[config.mk]
export PLATFORM = sky130hd
export DESIGN_NAME = sysctl_regs
export DESIGN_NICKNAME = d
export VERILOG_FILES = /design/src/design/bus_pkg.sv /design/src/design/periph_pkg.sv /design/src/design/uart_core.sv /design/src/design/sysctl_regs.sv
export SDC_FILE = /design/constraint.sdc
export NUM_CORES = 1
export LEC_CHECK = 0
export ABC_CLOCK_PERIOD_IN_PS = 3600
export BUFFER_PORTS_ARGS = -buffer_cell sky130_fd_sc_hd__buf_2
export CORE_UTILIZATION = 59
export DETAILED_ROUTE_END_ITERATION = 8
export PLACE_DENSITY = 0.91
export SYNTH_ARGS = -nofsm -noshare
export SYNTH_HDL_FRONTEND = slang
export SYNTH_SLANG_ARGS = --single-unit
export TNS_END_PERCENT = 5
[constraint.sdc]
create_clock -name clk -period 3.6 [get_ports clk]
set_input_delay 0 -clock clk [delete_from_list [all_inputs] [get_ports clk]]
set_output_delay 0 -clock clk [all_outputs]
set_load 0.01 [all_outputs]
[src/design/bus_pkg.sv]
// One request in flight at a time; a wstrb of all zero marks a read
package bus_pkg;

	// Byte address and data word
	typedef logic [31:0] addr_t;
	typedef logic [31:0] data_t;

	// Byte write strobes
	typedef logic [3:0] strb_t;

	// Block RAM word index wide enough for 2048 words
	typedef logic [10:0] word_idx_t;

	// Master holds all fields until ready
	typedef struct packed {
		logic  valid;
		addr_t addr;
		data_t wdata;
		strb_t wstrb;
	} mem_req_t;

	// ready pulses for one cycle and rdata is valid only then
	typedef struct packed {
		logic  ready;
		data_t rdata;
	} mem_rsp_t;

	typedef enum logic [1:0] {
		REGION_RAM,
		REGION_PERIPH,
		REGION_NONE
	} region_e;

	// Upper address nibble of the peripheral window
	localparam logic [3:0] PERIPH_BASE = 4'hF;

endpackage

[src/design/periph_pkg.sv]
// Register offsets are 16-bit offsets within the peripheral window; UART is 8N1 only
package periph_pkg;

	// Register map
	localparam logic [15:0] OFS_UART_DATA = 16'h0000;
	localparam logic [15:0] OFS_UART_STAT = 16'h0004;
	localparam logic [15:0] OFS_LED       = 16'h1000;
	localparam logic [15:0] OFS_SECS      = 16'h1100;

	// Status register bits
	localparam int STAT_DR_BIT     = 0;
	localparam int STAT_TXBUSY_BIT = 1;

	typedef logic [7:0]  byte_t;
	typedef logic [31:0] secs_t;

	typedef enum logic [1:0] {
		TX_IDLE,
		TX_START,
		TX_DATA,
		TX_STOP
	} uart_tx_state_e;

	typedef enum logic [1:0] {
		RX_IDLE,
		RX_START,
		RX_DATA,
		RX_STOP
	} uart_rx_state_e;

endpackage

[src/design/uart_core.sv]
// 8N1 only, no parity or break detection; a frame with a low stop bit is dropped
`timescale 1ns/1ps

module uart_core #(
	parameter int CLKS_PER_BIT = 16
) (
	input  logic              clk,
	input  logic              resetn,
	input  logic              tx_start_i,
	input  periph_pkg::byte_t tx_byte_i,
	output logic              tx_active_o,
	input  logic              rx_i,
	output logic              rx_valid_o,
	output periph_pkg::byte_t rx_byte_o,
	output logic              tx_o
);

	localparam int CW = $clog2(CLKS_PER_BIT + 1);
	localparam logic [CW-1:0] BIT_LAST = CW'(CLKS_PER_BIT - 1);
	localparam logic [CW-1:0] BIT_HALF = CW'((CLKS_PER_BIT - 1) / 2);

	periph_pkg::uart_tx_state_e tx_state;
	logic [CW-1:0]              tx_cnt;
	logic [2:0]                 tx_bit;
	periph_pkg::byte_t          tx_shift;
	logic                       tx_q;

	periph_pkg::uart_rx_state_e rx_state;
	logic [CW-1:0]              rx_cnt;
	logic [2:0]                 rx_bit;
	periph_pkg::byte_t          rx_shift;
	periph_pkg::byte_t          rx_byte_q;
	logic [1:0]                 rx_sync;
	logic                       rx_d;
	logic                       rx_valid_q;

	assign rx_d = rx_sync[1];

	always_ff @(posedge clk) begin
		if (!resetn) begin
			tx_state <= periph_pkg::TX_IDLE;
			tx_cnt <= '0;
			tx_bit <= '0;
			tx_q <= 1'b1;
		end else begin
			case (tx_state)
				periph_pkg::TX_IDLE: begin
					if (tx_start_i) begin
						tx_state <= periph_pkg::TX_START;
						tx_cnt <= '0;
						tx_q <= 1'b0;
					end
				end
				periph_pkg::TX_START: begin
					tx_cnt <= tx_cnt + 1'b1;
					if (tx_cnt == BIT_LAST) begin
						tx_state <= periph_pkg::TX_DATA;
						tx_cnt <= '0;
						tx_bit <= '0;
						tx_q <= tx_shift[0];
					end
				end
				periph_pkg::TX_DATA: begin
					tx_cnt <= tx_cnt + 1'b1;
					if (tx_cnt == BIT_LAST) begin
						tx_cnt <= '0;
						if (tx_bit == 3'd7) begin
							tx_state <= periph_pkg::TX_STOP;
							tx_q <= 1'b1;
						end else begin
							tx_bit <= tx_bit + 3'd1;
							tx_q <= tx_shift[tx_bit + 3'd1];
						end
					end
				end
				default: begin
					tx_cnt <= tx_cnt + 1'b1;
					if (tx_cnt == BIT_LAST) begin
						tx_state <= periph_pkg::TX_IDLE;
						tx_cnt <= '0;
					end
				end
			endcase
		end
	end

	always_ff @(posedge clk) begin
		if (!resetn) begin
			rx_sync <= 2'b11;
			rx_state <= periph_pkg::RX_IDLE;
			rx_cnt <= '0;
			rx_bit <= '0;
			rx_valid_q <= 1'b0;
		end else begin
			rx_sync <= {rx_sync[0], rx_i};
			rx_valid_q <= 1'b0;
			case (rx_state)
				periph_pkg::RX_IDLE: begin
					rx_cnt <= '0;
					if (!rx_d)
						rx_state <= periph_pkg::RX_START;
				end
				periph_pkg::RX_START: begin
					rx_cnt <= rx_cnt + 1'b1;
					// Start bit must still be low at mid-bit to count as a frame
					if (rx_cnt == BIT_HALF) begin
						rx_cnt <= '0;
						rx_bit <= '0;
						rx_state <= rx_d ? periph_pkg::RX_IDLE : periph_pkg::RX_DATA;
					end
				end
				periph_pkg::RX_DATA: begin
					rx_cnt <= rx_cnt + 1'b1;
					if (rx_cnt == BIT_LAST) begin
						rx_cnt <= '0;
						rx_bit <= rx_bit + 3'd1;
						if (rx_bit == 3'd7)
							rx_state <= periph_pkg::RX_STOP;
					end
				end
				default: begin
					rx_cnt <= rx_cnt + 1'b1;
					if (rx_cnt == BIT_LAST) begin
						rx_state <= periph_pkg::RX_IDLE;
						rx_valid_q <= rx_d;
					end
				end
			endcase
		end
	end

	// Shift registers and the received byte
	always_ff @(posedge clk) begin
		if (tx_state == periph_pkg::TX_IDLE && tx_start_i)
			tx_shift <= tx_byte_i;
		if (rx_state == periph_pkg::RX_DATA && rx_cnt == BIT_LAST)
			rx_shift <= {rx_d, rx_shift[7:1]};
		if (rx_state == periph_pkg::RX_STOP && rx_cnt == BIT_LAST && rx_d)
			rx_byte_q <= rx_shift;
	end

	assign tx_o = tx_q;
	assign tx_active_o = (tx_state != periph_pkg::TX_IDLE);
	assign rx_valid_o = rx_valid_q;
	assign rx_byte_o = rx_byte_q;

	a_no_start_busy: assert property (@(posedge clk) disable iff (!resetn)
		tx_start_i |-> !tx_active_o);

endmodule

[src/design/sysctl_regs.sv]
// Data writes stall while txbusy is set; seconds count wraps after 2^32 seconds
`timescale 1ns/1ps

module sysctl_regs #(
	parameter int CLKS_PER_BIT  = 16,
	parameter int TICKS_PER_SEC = 200
) (
	input  logic              clk,
	input  logic              resetn,
	input  bus_pkg::mem_req_t req_i,
	output bus_pkg::mem_rsp_t rsp_o,
	input  logic              uart_rx_i,
	output logic              uart_tx_o,
	input  logic              uart_rts_i,
	output logic              uart_cts_o,
	output logic              led_o
);

	localparam int PW = $clog2(TICKS_PER_SEC + 1);

	logic [15:0]       off;
	logic              is_write;
	logic              data_wr;
	logic              data_rd;
	logic              accept;
	bus_pkg::data_t    rd_word;

	logic              ready_q;
	bus_pkg::data_t    rdata_q;
	logic              tx_start_q;
	periph_pkg::byte_t tx_byte_q;
	logic              txbusy_q;
	logic              dr_q;
	logic              cts_q;
	logic              led_q;
	logic [PW-1:0]     tick_cnt;
	periph_pkg::secs_t secs_q;

	logic              tx_active;
	logic              rx_valid;
	periph_pkg::byte_t rx_byte;

	assign off = req_i.addr[15:0];
	assign is_write = |req_i.wstrb;
	assign data_wr = req_i.valid && is_write && (off == periph_pkg::OFS_UART_DATA);
	assign data_rd = req_i.valid && !is_write && (off == periph_pkg::OFS_UART_DATA);
	// Back-pressure only on a data write while busy
	assign accept = req_i.valid && !(data_wr && txbusy_q);

	always_comb begin
		rd_word = '0;
		case (off)
			periph_pkg::OFS_UART_DATA: rd_word[7:0] = rx_byte;
			periph_pkg::OFS_UART_STAT: begin
				rd_word[periph_pkg::STAT_DR_BIT] = dr_q;
				rd_word[periph_pkg::STAT_TXBUSY_BIT] = txbusy_q;
			end
			periph_pkg::OFS_LED:  rd_word[0] = ~led_q;
			periph_pkg::OFS_SECS: rd_word = secs_q;
			default: rd_word = '0;
		endcase
		if (is_write)
			rd_word = '0;
	end

	always_ff @(posedge clk) begin
		if (!resetn) begin
			ready_q <= 1'b0;
			tx_start_q <= 1'b0;
			txbusy_q <= 1'b0;
			dr_q <= 1'b0;
			cts_q <= 1'b0;
			led_q <= 1'b1;
		end else begin
			ready_q <= accept;
			tx_start_q <= data_wr && !txbusy_q;

			// Host may only send again once RTS is released
			if (!tx_start_q && !tx_active && !uart_rts_i)
				txbusy_q <= 1'b0;
			if (data_wr && !txbusy_q)
				txbusy_q <= 1'b1;

			if (data_rd) begin
				dr_q <= 1'b0;
				cts_q <= 1'b0;
			end
			if (rx_valid) begin
				dr_q <= 1'b1;
				cts_q <= 1'b1;
			end

			if (accept && is_write && off == periph_pkg::OFS_LED)
				led_q <= ~req_i.wdata[0];
		end
	end

	always_ff @(posedge clk) begin
		if (accept)
			rdata_q <= rd_word;
		if (data_wr && !txbusy_q)
			tx_byte_q <= req_i.wdata[7:0];
	end

	// Seconds prescaler
	always_ff @(posedge clk) begin
		if (!resetn) begin
			tick_cnt <= '0;
			secs_q <= '0;
		end else if (tick_cnt == PW'(TICKS_PER_SEC - 1)) begin
			tick_cnt <= '0;
			secs_q <= secs_q + 1'b1;
		end else begin
			tick_cnt <= tick_cnt + 1'b1;
		end
	end

	uart_core #(
		.CLKS_PER_BIT(CLKS_PER_BIT)
	) u_uart0 (
		.clk        (clk),
		.resetn     (resetn),
		.tx_start_i (tx_start_q),
		.tx_byte_i  (tx_byte_q),
		.tx_active_o(tx_active),
		.rx_i       (uart_rx_i),
		.rx_valid_o (rx_valid),
		.rx_byte_o  (rx_byte),
		.tx_o       (uart_tx_o)
	);

	assign rsp_o.ready = ready_q;
	assign rsp_o.rdata = rdata_q;
	assign uart_cts_o = cts_q;
	assign led_o = led_q;

	// A pending start or a frame on the line keeps txbusy set
	a_no_wr_while_busy: assert property (@(posedge clk) disable iff (!resetn)
		(tx_start_q || tx_active) |-> txbusy_q);

endmodule

==> results.py <==
metrics = {
    "status": {
        "outcome": "complete, no violations",
    },
    "synth": {
        "synth_cell_types": 54,
        "async_reset_ff_share_pct": 0,
        "synth_seq_cells": 133,
        "synthMuxAreaShare_pct": 1.650,
        "synth_edf_count": 64,
        "synth_simple_gate_area_share_pct": 21.19,
        "synth_fa_ha_area_share_pct": 3.690,
        "synth_top_family_by_area": "simple AND/OR/NAND/NOR gates",
        "synth_compound_area_share_pct": 11.20,
        "synthXorXnorAreaFrac_pct": 1.975,
        "synth-seq-area-share_pct": 57.30,
        "syn-num-nets": 617,
        "synth_cells": 527,
        "synth.avg_cell_area_um2": 10.94,
        "yosys_warnings": 0,
        "netlist_area_um2": 5764,
        "ys.flop_type": "dfxtp_1",
    },
    "power_and_ir_drop": {
        "power_frac_seq_pct": 46.0,
        "ir_worst_vdd_mv": 0.3978,
        "power.total_mw": 3.508,
        "switching_share_pct": 23.28,
        "power.leakage_nw": 2.543,
        "clockPowerShare_pct": 49.3,
        "cellPowerDensity_nw_per_um2": 503.5,
        "combPwrFrac_pct": 4.6,
        "p_int_mw": 2.691,
        "p_sw_uw": 816.5,
    },
    "finish": {
        "num_antenna_cells": 0,
        "synthToLayoutAreaGrowth_pct": 20.86,
        "mostFrequentLayoutCells": "dfxtp_1 (69), buf_2 (68), edfxtp_1 (64)",
        "layout-drive-gt1-share_pct": 18.11,
        "layout_commonest_cell": "dfxtp_1",
        "num-fill-cells": 568,
        "design_area_um2": 6967,
        "final_nets": 701,
    },
    "routing": {
        "drc": 0,
        "drt_iter0_markers": 280,
        "routedWlPerCell_um": 17.74,
        "vias": 4675,
        "wl_um": 13360,
        "ant_nets": 0,
        "via_per_inst": 6.208,
        "drtPass1Iterations": 5,
    },
    "global_routing": {
        "antenna_found_initial": 0,
        "first_global_vias": 4504,
        "overflow": 0,
        "grt_max_degree": 47,
        "track_usage_pct": 27.55,
        "grt_first_pass_wirelength_um": 21180,
    },
    "critical_path": {
        "worst_path_max_delay_cell": "or4_1",
        "cp-end-kind": "register",
        "r2r_cells": 5,
        "critPathMaxFanout": 14,
        "arrival_ns": 2.91,
        "reg2reg_slack_ns": 1.12,
        "critPathLaunchType": "register",
        "crit_chain": "ha_1 -> and3_1 -> nand4_1 -> or4_1 -> a21oi_1",
        "critPathKind": "register to register",
        "max_stage_delay_ns": 0.68,
        "worstPathRequired_ns": 4.03,
    },
    "sta": {
        "fin_ws_ns": 1.125,
        "relSlewSlack_pct": 44.75,
        "rsz0062_at_grt": "no",
        "setup_viol": 0,
        "fin_crit_sh_pct": 68.75,
        "tightest_slew_ns": 0.8276,
        "fmaxAchievable_mhz": 404.0,
        "finalSetupTns_ns": 0,
        "hold_viol_final": 0,
        "finClkSkew_ns": 0.01158,
        "period_minus_slack_ns": 2.475,
        "fin_hold_ws_ns": 0.06463,
        "slew_violations": 0,
    },
    "cts": {
        "clk_pin_slew_worst_paths_ns": 0.06,
        "cts_tree": "yes",
        "ctsResizeCount": 0,
        "cts_root_buffer": "clkbuf_8",
        "cts_setup_buffers": 0,
        "cts_buffer_depth": 2,
        "cts_htree_levels": 4,
        "clk_latency_ns": 0.53,
        "cts_sinks": 133,
        "cts_buffers": 17,
    },
    "placed_design": {
        "io_buffers": 68,
        "routabilityCongestion": 0.8538,
        "dpl_cell_area_um2": 6205,
        "dpl.hpwl_um": 7516,
        "pre_cts_ws_ns": 1.300,
    },
    "flow_run": {
        "drv_cap": 0,
    },
    "floorplanning": {
        "core_um2": 9371,
        "floorplan.initialDensity_pct": 61.51,
        "fp.dieW_um": 100.8,
        "fp.dieArea_um2": 10170,
        "die_height_um": 100.8,
        "ioPinCount": 109,
        "placementRows": 35,
    },
    "hold_path": {
        "holdPathStages": 5,
        "hp-class": "input port to register",
    },
}
-- layer usage --
metal | global-route usage [%] | up-vias | part of all wire [%]
met5 | 0 | - | 0
met4 | 19.29 | 0 | 5.5
met3 | 7.143 | 64 | 6.5
met2 | 46.68 | 243 | 50
met1 | 30.26 | 2210 | 38
li1 | - | 2158 | -
-- metrics by stage --
step	util, %	cells
floorplan	-	527
global placement	66.21	704
detailed placement	66.21	704
CTS	74.34	753
global route	74.34	753
finish	74.34	753
-- power groups by stage --
stage               Clock [mW]  Combinational [mW]  Sequential [mW]
finish                    1.73               0.162             1.62
CTS                       1.73               0.157             1.61
detailed placement           0               0.144             1.65
floorplan                    0              0.0841             1.65
global route              1.80               0.178             1.62
global placement             0               0.136             1.65
-- area by class of cell --
type	instances	area [um2]	area share, %
Sequential cell	133	3303	47.41
Clock inverter	14	163.9	2.353
Inverter	20	75.07	1.078
Clock buffer	18	427.9	6.142
Multi-Input combinational cell	350	2295	32.94
Timing Repair Buffer	89	540.5	7.759
Tap cell	129	161.4	2.317
-- state kept, by name, summed over array words and instances (netlist names), 2 cells and up --
name,flops
u_uart0.rx_shift,8
u_uart0.tx_cnt,5
secs_q,32
u_uart0.rx_state,2
tx_byte_q,8
u_uart0.tx_state,2
u_uart0.rx_sync,2
u_uart0.rx_byte_o,8
tick_cnt,8
rdata_q,32
u_uart0.tx_bit,3
u_uart0.tx_shift,8
u_uart0.rx_cnt,5
u_uart0.rx_bit,3
-- cells in the mapped netlist (6+ instances only) --
cell type	n	area share (%)
dfxtp_1	69	24
ha_1	17	3.7
edfxtp_1	64	33
nand4_1	20	2.2
clkbuf_1	18	1.2
nand3_1	20	1.7
or3_1	8	0.87
nor2_1	35	2.3
a21oi_1	38	3.3
inv_1	19	1.2
nor3_1	6	0.52
or4_1	21	2.7
o21ai_0	16	1.4
a22o_1	6	0.91
xor2_1	8	1.2
and3_1	9	0.98
and2_1	31	3.4
nand2b_1	6	0.65
nor4_1	7	0.76
nand2_1	27	1.8
o31ai_1	19	2.5
and4_1	6	0.91
-- worst max-delay path: cells and delay by family (launching register included) --
| family | cells | cell delay, ns |
|---|---|---|
| adders and majority gates | 1 | 0.31 |
| DFF | 1 | 0.36 |
| and+or+nand+nor | 3 | 1.51 |
| AOI/OAI and AO/OA | 1 | 0.21 |
-- logic make-up after synthesis --
| kind of cell | after synthesis |
|---|---|
| AOI/OAI and AO/OA | 101 |
| and+or+nand+nor | 212 |
| xor gates and xnor gates | 13 |
| adders and majority gates | 17 |
| muxes | 7 |
| DFF | 133 |
| buffers and inverters | 44 |
-- what timing repair did --
action / in CTS / in global routing
hold buffers: 17 / 0
endpoints found under the setup margin: 0 / 0
endpoints found under the hold margin: 27 / 0
-- final timing paths --
| path | start | endpoint |
|---|---|---|
| max | tick_cnt[0] | secs_q[29] |
| min | req_i[44] | led_o |
| max reg2reg | tick_cnt[0] | secs_q[29] |
| min reg2reg | tx_byte_q[7] | u_uart0.tx_shift[7] |
Power figures use the tool's default switching activity.
