[src/design/bus_pkg.sv]
// One request in flight at a time; a wstrb of all zero marks a read
package bus_pkg;

	// Byte address and data word
	typedef logic [31:0] addr_t;
	typedef logic [31:0] data_t;

	// Byte write strobes
	typedef logic [3:0] strb_t;

	// Block RAM word index wide enough for 2048 words
	typedef logic [10:0] word_idx_t;

	// Master holds all fields until ready
	typedef struct packed {
		logic  valid;
		addr_t addr;
		data_t wdata;
		strb_t wstrb;
	} mem_req_t;

	// ready pulses for one cycle and rdata is valid only then
	typedef struct packed {
		logic  ready;
		data_t rdata;
	} mem_rsp_t;

	typedef enum logic [1:0] {
		REGION_RAM,
		REGION_PERIPH,
		REGION_NONE
	} region_e;

	// Upper address nibble of the peripheral window
	localparam logic [3:0] PERIPH_BASE = 4'hF;

endpackage

[src/design/mem_decode.sv]
// Master must hold the request until ready; unmapped accesses complete with zero data
`timescale 1ns/1ps

module mem_decode #(
	parameter int BRAM_WORDS = 1536
) (
	input  logic              clk,
	input  logic              resetn,
	input  bus_pkg::mem_req_t host_req_i,
	output bus_pkg::mem_rsp_t host_rsp_o,
	output bus_pkg::mem_req_t ram_req_o,
	input  bus_pkg::mem_rsp_t ram_rsp_i,
	output bus_pkg::mem_req_t reg_req_o,
	input  bus_pkg::mem_rsp_t reg_rsp_i
);

	localparam bus_pkg::addr_t RAM_LIMIT = bus_pkg::addr_t'(BRAM_WORDS * 4);

	bus_pkg::region_e region;
	logic             live;
	logic             none_ready;

	always_comb begin
		if (host_req_i.addr < RAM_LIMIT)
			region = bus_pkg::REGION_RAM;
		else if (host_req_i.addr[31:28] == bus_pkg::PERIPH_BASE)
			region = bus_pkg::REGION_PERIPH;
		else
			region = bus_pkg::REGION_NONE;
	end

	// Request stays visible during its ready cycle, so mask it there
	assign live = host_req_i.valid && !host_rsp_o.ready;

	always_comb begin
		ram_req_o       = host_req_i;
		ram_req_o.valid = live && (region == bus_pkg::REGION_RAM);

		reg_req_o       = host_req_i;
		reg_req_o.valid = live && (region == bus_pkg::REGION_PERIPH);
		reg_req_o.addr  = {16'h0000, host_req_i.addr[15:0]};
	end

	// Default completion for unmapped space
	always_ff @(posedge clk) begin
		if (!resetn)
			none_ready <= 1'b0;
		else
			none_ready <= live && (region == bus_pkg::REGION_NONE);
	end

	// Address is still held, so region still names the answering target
	always_comb begin
		case (region)
			bus_pkg::REGION_RAM:    host_rsp_o = ram_rsp_i;
			bus_pkg::REGION_PERIPH: host_rsp_o = reg_rsp_i;
			default: begin
				host_rsp_o.ready = none_ready;
				host_rsp_o.rdata = '0;
			end
		endcase
	end

	a_ready_single: assert property (@(posedge clk) disable iff (!resetn)
		host_rsp_o.ready |=> !host_rsp_o.ready);

endmodule

[config.mk]
export PLATFORM = sky130hd
export DESIGN_NAME = mem_decode
export DESIGN_NICKNAME = d
export VERILOG_FILES = /design/src/design/bus_pkg.sv /design/src/design/mem_decode.sv
export SDC_FILE = /design/constraint.sdc
export NUM_CORES = 1
export LEC_CHECK = 0
export ABC_AREA = 1
export BUFFER_PORTS_ARGS = -buffer_cell sky130_fd_sc_hd__buf_2
export CORE_AREA = 2 2 121 123
export CTS_CLUSTER_DIAMETER = 100
export DETAILED_ROUTE_END_ITERATION = 8
export DIE_AREA = 0 0 123 125
export REMOVE_ABC_BUFFERS = 1
export SYNTH_ARGS = -nofsm -noshare
export SYNTH_HDL_FRONTEND = slang
export SYNTH_SLANG_ARGS = --single-unit
[constraint.sdc]
create_clock -name clk -period 1.03 [get_ports clk]
set_input_delay 0.0515 -clock clk [delete_from_list [all_inputs] [get_ports clk]]
set_output_delay 0.0515 -clock clk [all_outputs]
set_load 0.01 [all_outputs]
==> key figures, run 1 <==
Synthesis
  – FF+latch count, synth: 1
  – Post-Syn Instances: 273
  – Seq/Total Area, Yosys: ~1.1%
  – Async set-reset flop share out of synthesis: 0%
  – Area contributors post-synth: buf_4 (57%), o21ai_2 (14%), nand2_1 (8.4%)
  – Ys Warns: 0
  – Syn_area_per_cell: between 6 and 7 sq um
  – Post-synth EDFFs: 0
  – Synth cell types: 19
  – Cell area after synthesis: approximately 0.0018 sq mm
  – Most frequent cells after synthesis: buf_4 (136), nand2_1 (40), inv_1 (35), o21ai_2 (29), nor2_1 (11)
  – Synth Flop Type: dfxtp_1
  – Synth area leader: buf_4
  – Most common cell in the netlist: buf_4
  – Area share of the largest cell type after synthesis: 57.3%

Power and ir drop
  – P_sw: 0.257 mW
  – Power share of the clock group: 0%
  – Sw Ratio: ~44%
  – Worst IR drop on VDD: 190 uV
  – Pleak: 1.22 nW
  – Total power: 0.578 mW
  – Gate power share: between 90% and 100%
  – Internal power: 0.321 mW
  – Seq pwr share: approximately 7.6%
  – Pwr Density: 277 mW/mm^2

Finish
  – Max reg flops: 1
  – Nets: 456
  – Largest registers: none_ready (1)
  – Top reg by flops: none_ready
  – Layout area overhead: 17.0%
  – # diodes: 0
  – Final core occ: roughly 15%
  – Share of post-route cells with drive strength above 1: 69.4%
  – Final instance area: 0.00208 sq mm
  – Fin cells: 501

Global route
  – M2 GR Usage: a little under a fifth
  – Largest net degree at the start of global routing: 21
  – GR Util All Layers: ~13%
  – GR Util met1: 10.2%
  – Met3 GRT Util: roughly 16%
  – First-pass GRT wire length: ~13000 microns
  – GRT busiest layer: met2
  – Number of global-route vias before repair: 1572
  – Initial antenna violation count: 2
  – Overflow after GRT: 0

Place
  – # port buffers: 150
  – Worst slack, placed: -0.286 ns
  – GPL Wtd Cong: 0.797
  – Cell area after placement: 0.00192 sq mm
  – Final HPWL DP: 9410 microns
  – Placed Cells: 501

Routing
  – Routed WL per cell: 21.3 microns
  – Router iterations before antenna repair: 4
  – Final wirelength: roughly 11000 microns
  – Vias per cell: about 3.6
  – Via Count: 1788
  – DRC: 0
  – Post-route ant nets: 0
  – Initial DRC count: 70

Critical path
  – Crit path launch type: input port
  – Crit path buffers/inverters: 3
  – CP dominant cell by count: buf_2
  – Max incr delay on CP: 0.21 ns
  – Max stage delay cell, worst path: buf_12
  – Crit-path leading delay family: simple AND/OR/NAND/NOR gates
  – WS Path Type: in2out
  – Setup crit end kind: output port
  – Worst-path cell chain: buf_2 -> nor2_2 -> nand2_2 -> nor2_4 -> nand3_4 -> buf_12 -> o21ai_1 -> buf_2
  – Worst Path Arrival: 1.12 ns
  – Critical Path RT: slightly below 1 ns
  – Max Fanout on Critical Path: 20

Floorplanning
  – Top-level port count: 308
  – Die H: 125 microns
  – Std cell rows: 44
  – Initial Utilization: 12.5%
  – Core area: 0.0142 sq mm
  – Die width: 123 microns
  – Die area: 0.0154 sq mm

Hold path
  – Min-Delay Path Class: in2out

CTS
  – Clk Latency, worst-skew pair: 0 ns

STA
  – Max Slew Vio Count: 0
  – Hold Vio Cnt, Final: 0
  – PnR worst setup slack: -0.145 ns
  – Endpoints failing setup: 36
  – Maximum clock rate: 0.851 GHz
  – Hold WS: 0.103 ns
  – Max Clock Skew: 0 ns
  – RSZ-0062 raised after global routing: true
  – Final critical-path required period: ~1.2 ns
  – Period utilization: 114%
  – Setup TNS: -3.69 ns

Run
  – Maxcap violations: 0

Status
  – Failing checks: negative setup slack
  – Status: finished, violations left
logic make-up (layout without fill, tap and decap cells):
family,Yosys count,count (layout),share of synthesized area [%]
other,1,16,0.211
DFF,1,1,1.12
buffers and inverters,178,207,67.7
AOI/OAI and AO/OA,32,32,15.1
and+or+nand+nor,61,61,15.9
repair_timing:
item,CTS,global route
hold endpoints to repair,0,0
hold buffers,0,0
endpoints found under the setup margin,36,36
gates resized for setup,25,13
buffers inserted,0,0
pin swaps,2,4
final timing paths:
| check | end | slack, ns | depth (start not counted) | from |
|---|---|---|---|---|
| worst max register to register | none_ready | 0.33 | 3 | none_ready |
| worst min register to register | none_ready | 0.63 | 3 | none_ready |
| worst max-delay path | host_rsp_o[5] | -0.15 | 8 | host_req_i[61] |
| worst min-delay path | ram_req_o[11] | 0.10 | 0 | host_req_i[11] |
worst reg2reg max path, delay by kind of cell (launching register included):
| family | cells | cell delay [ns] |
|---|---|---|
| DFF | 1 | 0.33 |
| and+or+nand+nor | 3 | 0.26 |
metal layers:
layer | share of wire [%] | routed length [microns]
met3 | 28 | 3000
met1 | 29 | 3090
met2 | 41 | 4340
met4 | 0.69 | 73
met5 | 1.4 | 154
final cells by class:
class                           count  area, sq um
Fill cell                        1645        12100
Sequential cell                     1         20.0
Multi-Input combinational cell    109          681
Inverter                           36          135
Tap cell                          184          230
Timing Repair Buffer              171         1020
power groups by stage:
stage	Sequential, mW	Clock, mW	Combinational [mW]
after detailed placement	0.0430	0	0.481
after global routing	0.0442	0	0.589
after global placement	0.0429	0	0.476
after floorplan	0.0429	0	0.133
final	0.0438	0	0.534
after CTS	0.0429	0	0.523
placed cells by master (no fill, tap or decap), drive strengths merged:
cell type and instances:
inv 36, nor2 14, o21ai 32, conb 16
buf 171, nand2 40, dfxtp 1, nand3 4
nand4 3
Power figures use the tool's default switching activity.
==> run 2, diff against run 1 <==
--- a/config.mk
+++ b/config.mk
@@ -5,13 +5,13 @@
 export SDC_FILE = /design/constraint.sdc
 export NUM_CORES = 1
 export LEC_CHECK = 0
-export ABC_AREA = 1
 export BUFFER_PORTS_ARGS = -buffer_cell sky130_fd_sc_hd__buf_2
-export CORE_AREA = 2 2 121 123
+export CORE_AREA = 2 2 120 122
 export CTS_CLUSTER_DIAMETER = 100
 export DETAILED_ROUTE_END_ITERATION = 8
-export DIE_AREA = 0 0 123 125
+export DIE_AREA = 0 0 122 124
 export REMOVE_ABC_BUFFERS = 1
 export SYNTH_ARGS = -nofsm -noshare
 export SYNTH_HDL_FRONTEND = slang
 export SYNTH_SLANG_ARGS = --single-unit
+export TNS_END_PERCENT = 1
==> run 2 against run 1 <==
Routed wire length increased by 4.3%; final area is 19% lower; die area shrank 1.6%; flip-flop and latch count unchanged; sequential power about the same; synthesized area decreased by 13%; utilization fell by 2.4 points; fmax decreased by 23%; the flow still finishes with violations (negative setup slack); total power is 17% lower; worst hold slack is essentially flat; via count down 20%.
==> key figures, run 2 <==
Global route
  – Overflow after GRT: 0 (unchanged)
  – First-pass GRT wire length: 13000 microns (-0.22%)
  – Largest net degree at the start of global routing: 29 (+38%)
  – GR Util All Layers: 13.3% (+0.77 points)
  – Initial antenna violation count: 3 (+1)
  – Number of global-route vias before repair: 1305 (-17%)

Synthesis
  – Area share of the largest cell type after synthesis: 66.0% (+8.6 points)
  – Synth area leader: buf_4
  – Synth Flop Type: dfxtp_1
  – Post-synth EDFFs: 0 (unchanged)
  – Async set-reset flop share out of synthesis: 0% (unchanged)
  – Syn_area_per_cell: 8.02 sq um (+23%)
  – Ys Warns: 0 (unchanged)
  – Synth cell types: 20 (+1)
  – FF+latch count, synth: 1 (unchanged)
  – Seq/Total Area, Yosys: 1.29% (+0.17 points)
  – Post-Syn Instances: 193 (-29%)
  – Most frequent cells after synthesis: buf_4 (136), a22o_1 (30), buf_12 (4), clkbuf_1 (4), nor4_1 (3)
  – Most common cell in the netlist: buf_4
  – Cell area after synthesis: 0.00155 sq mm (-13%)
  – Area contributors post-synth: buf_4 (66%), a22o_1 (17%), buf_12 (5.2%)

Finish
  – Fill count: 1622 (-1.4%)
  – Nets: 369 (-19%)
  – Area of the multi-input gates: 493 sq um (-28%)
  – Sequential cell area: 20.0 sq um (unchanged)
  – Final instance area: 0.00168 sq mm (-19%)
  – Most frequent cells in the layout: buf_2 (143), a22o_1 (30), conb_1 (16)
  – Layout area overhead: 8.57%
  – Top reg by flops: none_ready
  – Share of post-route cells with drive strength above 1: 77.0% (+7.6 points)
  – Max reg flops: 1 (unchanged)
  – Most common cell after layout, fill and taps aside: buf_2
  – Largest registers: none_ready (1)
  – Final core occ: 12.2% (-2.4 points)

Routing
  – Router iterations before antenna repair: 4 (unchanged)
  – Vias per cell: 3.47 (-2.7%)
  – Routed WL per cell: 27.0 microns (+27%)
  – Via Count: 1427 (-20%)
  – DRC: 0 (unchanged)
  – Initial DRC count: 41 (-41%)
  – Post-route ant nets: 0 (unchanged)
  – Final wirelength: 11100 microns (+4.3%)

Place
  – # port buffers: 150 (unchanged)
  – Final HPWL DP: 10300 microns (+9.3%)
  – Worst slack, placed: -0.595 ns (-0.309 ns)
  – GPL Wtd Cong: 0.843 (+5.7%)
  – Cell area after placement: 0.00161 sq mm (-16%)

Power and ir drop
  – Pleak: 0.953 nW (-22%)
  – Total power: 0.480 mW (-17%)
  – Pwr Density: 285 mW/mm^2 (+2.9%)
  – Worst IR drop on VDD: 177 uV (-6.9%)

Floorplanning
  – Core area: 0.0137 sq mm (-3.4%)
  – Die width: 122 microns (-0.81%)
  – Die area: 0.0151 sq mm (-1.6%)
  – Top-level port count: 308 (unchanged)
  – Initial Utilization: 11.3% (-1.3 points)
  – Die H: 124 microns (-0.80%)
  – Std cell rows: 43 (-2.3%)

Hold path
  – Hold endpoint: ram_req_o[14]
  – Hold path start: host_req_i[14]
  – Min-Delay Path Class: in2out
  – Hold Path Depth: 0 (unchanged)

STA
  – PnR worst setup slack: -0.496 ns (-0.350 ns)
  – RSZ-0062 raised after global routing: true
  – Final critical-path required period: 1.53 ns (+0.350 ns)
  – Hold Vio Cnt, Final: 0 (unchanged)
  – Max Slew Vio Count: 0 (unchanged)
  – Period utilization: 148% (+34 points)
  – Maximum clock rate: 0.655 GHz (-23%)
  – Max Clock Skew: 0 ns (unchanged)
  – Endpoints failing setup: 35 (-2.8%)

Critical path
  – Worst-path cell chain: buf_6 -> or4_4 -> a21oi_2 -> and2_4 -> buf_12 -> a22o_1 -> buf_6
  – Max incr delay on CP: 0.52 ns (+0.31 ns)
  – Crit Reg-Reg Endpoint: none_ready
  – Setup crit end kind: output port
  – WS Path Type: in2out
  – Worst Path Arrival: 1.47 ns (+0.35 ns)
  – Reg2reg setup slack: 0.39 ns (+0.06 ns)
  – Max stage delay cell, worst path: or4_4
  – FF-to-FF Start: none_ready
  – Max Fanout on Critical Path: 21 (+5.0%)
  – Crit path from: host_req_i[65]
  – CP dominant cell by count: buf_6
  – Crit path launch type: input port
  – R2r worst-path depth: 1 (-2)
  – Critical Path RT: 0.98 ns (about the same)

Status
  – Failing checks: negative setup slack
  – Status: finished, violations left

Run
  – Maxcap violations: 0 (unchanged)

CTS
  – Clk Latency, worst-skew pair: 0 ns (unchanged)
  – Hold buffers post-CTS: 0 (unchanged)
  – Post-CTS Setup Bufs: 0 (unchanged)
run 2: changes by cell type after synthesis, sizes merged, moves of 2 or more:
| cell | change |
|---|---|
| a21oi | +2 |
| a22o | +32 |
| and2 | +2 |
| and4 | +2 |
| buf | -2 |
| clkbuf | +4 |
| inv | -36 |
| nand2 | -40 |
| nand3 | -4 |
| nand4 | -3 |
| nor2 | -14 |
| nor4 | +3 |
| o21ai | -32 |
run 2: repair_timing:
action / in CTS / in global routing
setup endpoints to repair: 36 / 35
gates resized for setup: 11 / 3
cloned: 0 / 0
pin swaps: 16 / 7
run 2: power breakdown:
group	total [mW]	switching, mW	leakage [nW]	internal (mW)
combinational	0.436	0.206	0.945	0.230
clock	0.000000130	0	0.00000634	0.000000130
sequential	0.0436	0.00161	0.00828	0.0419
run 2: cell families (layout without fill, tap and decap cells):
family                 Yosys count  after routing  synth area share [%]
AO/OA/AOI/OAI                   35             35                  19.9
other                            1             17                 0.242
AND/OR/NAND/NOR                 12             12                  6.47
flip-flops                       1              1                  1.29
buffers and inverters          144            166                  72.1
run 2: worst max-delay path by stage:
stage | to | cells past startpoint | slack (ns)
2_1_floorplan | ram_req_o[68] | 4 | -0.31
3_3_place_gp | host_rsp_o[15] | 8 | -0.57
3_5_place_dp | host_rsp_o[29] | 7 | -0.59
4_1_cts | host_rsp_o[29] | 7 | -0.50
5_1_grt | host_rsp_o[9] | 7 | -0.55
6_report | host_rsp_o[29] | 7 | -0.50
run 2: routing by layer:
| layer | vias up | track usage [%] | share of wire (%) |
|---|---|---|---|
| met2 | 227 | 20.9 | 44 |
| met4 | 8 | 0.934 | 0.84 |
| met5 | - | 8.68 | 1.5 |
| li1 | 584 | - | - |
| met1 | 596 | 9.49 | 25 |
| met3 | 12 | 18.2 | 29 |
run 2: final cells by class:
cell class	instances	area share, %
antenna	1	0.149
tap	180	13.4
sequential	1	1.19
multi-input combinational	63	29.3
timing repair buffer	166	55.9
run 2: critical path: cells and delay by family:
family	cells	cell delay, ns
compound gates	2	0.32
buf+inv	3	0.37
simple gates	2	0.73
run 2: per-stage QoR:
step	hold WS, ns	TNS (ns)	cells
after global routing	0.103	-17.57	410
after detailed placement	0.103	-18.91	410
after global placement	0.103	-18.70	410
after CTS	0.103	-15.97	410
after floorplan	0.103	-8.45	64
final	0.103	-15.71	411
==> run 3, diff against run 2 <==
==> constraint.sdc (replaced) <==
create_clock -name clk -period 1.7 [get_ports clk]
set_input_delay 0.085 -clock clk [delete_from_list [all_inputs] [get_ports clk]]
set_output_delay 0.085 -clock clk [all_outputs]
set_load 0.01 [all_outputs]
==> run 3 against run 2 <==
Combinational power fell by 45%; sequential power fell by 40%; first-iteration DRC count fell by 39%; total power fell by 45%; register-to-register slack improved by 0.69 ns; global-route usage fell by 0.43 points; flip-flop and latch count did not move; largest power group unchanged; worst hold slack improved by 0.067 ns; final area fell by 7.3%; the flow now finishes without violations.
==> key figures, run 3 (same netlist as run 2, synthesis figures left out) <==
STA
  – Maximum clock rate: 0.628 GHz
  – Hold Vio Cnt, Final: 0 (unchanged)
  – Max Slew Vio Count: 0 (unchanged)
  – Final critical-path required period: 1.59 ns
  – Setup TNS: 0 ns (+15.71 ns)
  – PnR worst setup slack: 0.107 ns (+0.603 ns)
  – Endpoints failing setup: 0 (-100%)
  – Max Clock Skew: 0 ns (unchanged)
  – Hold WS: 0.170 ns (+0.0670 ns)
  – RSZ-0062 raised after global routing: false
  – Period utilization: 93.7%

Status
  – Status: finished clean

Finish
  – Max reg flops: 1 (unchanged)
  – Fin cells: 401 (-2.4%)
  – Share of post-route cells with drive strength above 1: 75.5% (-1.5 points)
  – Most frequent cells in the layout: buf_2 (150), a22o_1 (30), conb_1 (16)
  – Nets: 359 (-2.7%)
  – Most common cell after layout, fill and taps aside: buf_2
  – Layout area overhead: 0.646%
  – Final instance area: 0.00156 sq mm (-7.3%)
  – Final core occ: 11.4% (-0.89 points)
  – Largest registers: none_ready (1)
  – Top reg by flops: none_ready

Routing
  – Final wirelength: 10800 microns (-2.5%)
  – Router iterations before antenna repair: 4 (unchanged)
  – Post-route ant nets: 0 (unchanged)
  – DRC: 0 (unchanged)
  – Routed WL per cell: 27.0 microns (-0.12%)
  – Initial DRC count: 25 (-39%)
  – Vias per cell: 3.48 (+0.20%)
  – Via Count: 1395 (-2.2%)

Place
  – Cell area after placement: 0.00153 sq mm (-4.7%)
  – GPL Wtd Cong: 0.869 (+3.2%)
  – Final HPWL DP: 10100 microns (-2.0%)
  – Placed Cells: 400 (-2.4%)
  – # port buffers: 150 (unchanged)
  – Worst slack, placed: -0.0522 ns (+0.543 ns)

Hold path
  – Min-Delay Path Class: in2out

Critical path
  – Max incr delay on CP: 0.52 ns (about the same)
  – Max stage delay cell, worst path: or4_4
  – Max Fanout on Critical Path: 7 (-67%)
  – Worst Path Arrival: 1.51 ns (+0.04 ns)
  – Setup crit end kind: output port
  – Worst-path cell chain: buf_2 -> or4_4 -> a21oi_2 -> and2_4 -> buf_4 -> a22o_1 -> buf_2
  – Critical Path RT: 1.62 ns (+0.64 ns)
  – WS Path Type: in2out
  – CP dominant cell by count: buf_2
  – Crit path launch type: input port

Floorplanning
  – Die area: 0.0151 sq mm (unchanged)
  – Top-level port count: 308 (unchanged)
  – Std cell rows: 43 (unchanged)
  – Initial Utilization: 11.3% (unchanged)
  – Die H: 124 microns (unchanged)
  – Die width: 122 microns (unchanged)
  – Core area: 0.0137 sq mm (unchanged)

Power and ir drop
  – Total power: 0.264 mW (-45%)
  – Pleak: 0.896 nW (-6.0%)
  – Worst IR drop on VDD: 111 uV (-37%)
  – Pwr Density: 170 mW/mm^2 (-41%)

Run
  – Maxcap violations: 0 (unchanged)

Global route
  – Number of global-route vias before repair: 1211 (-7.2%)
  – Overflow after GRT: 0 (unchanged)
  – First-pass GRT wire length: 12400 microns (-4.1%)
  – GR Util All Layers: 12.9% (-0.43 points)
  – Largest net degree at the start of global routing: 29 (unchanged)
  – Initial antenna violation count: 4 (+1)

CTS
  – Clk Latency, worst-skew pair: 0 ns (unchanged)
## run 3: cell count changes in the layout (fill, tap and decap cells not counted)
cell,change
buf_2,+7
and4_2,+1
and4_1,+1
and4_4,-2
buf_4,-10
buf_6,-7
## run 3: path summary, 6_finish.rpt
check / start / end / slack, ns / cells after the start
worst max-delay path: host_req_i[65] / host_rsp_o[28] / 0.11 / 7
worst min register to register: none_ready / none_ready / 0.56 / 1
worst max register to register: none_ready / none_ready / 1.08 / 1
worst min-delay path: host_req_i[14] / ram_req_o[14] / 0.17 / 0
## run 3: layout make-up
class,count,area (sq um)
diodes,1,2.50
fillers,1626,12200
multi-input cells,63,489
flip-flops and latches,1,20.0
well taps,180,225
repair buffers,156,821
## run 3: metal layers
layer	vias to the layer above	track usage, %	wire length (microns)
li1	561	-	-
met1	571	9.13	2590
met2	243	20.8	4810
met3	12	17.4	3220
met4	8	0.790	89
met5	-	5.56	120
## run 3: report_power, final
group	switching [mW]	total, mW	internal [mW]
Clock	0	0.0000000787	0.0000000787
Combinational	0.119	0.238	0.120
Sequential	0.000705	0.0261	0.0254
## run 3: timing repair
item	CTS	global route
hold buffers	0	0
setup buffers	0	0
cloned	0	0
pin swaps	0	0
setup endpoints to repair	31	24
gates resized for setup	1	2
## run 3: worst max-delay path, delay by kind of cell
kind / cells / cell delay, ns
buffers and inverters: 3 / 0.40
AOI/OAI and AO/OA: 2 / 0.27
and+or+nand+nor: 2 / 0.75
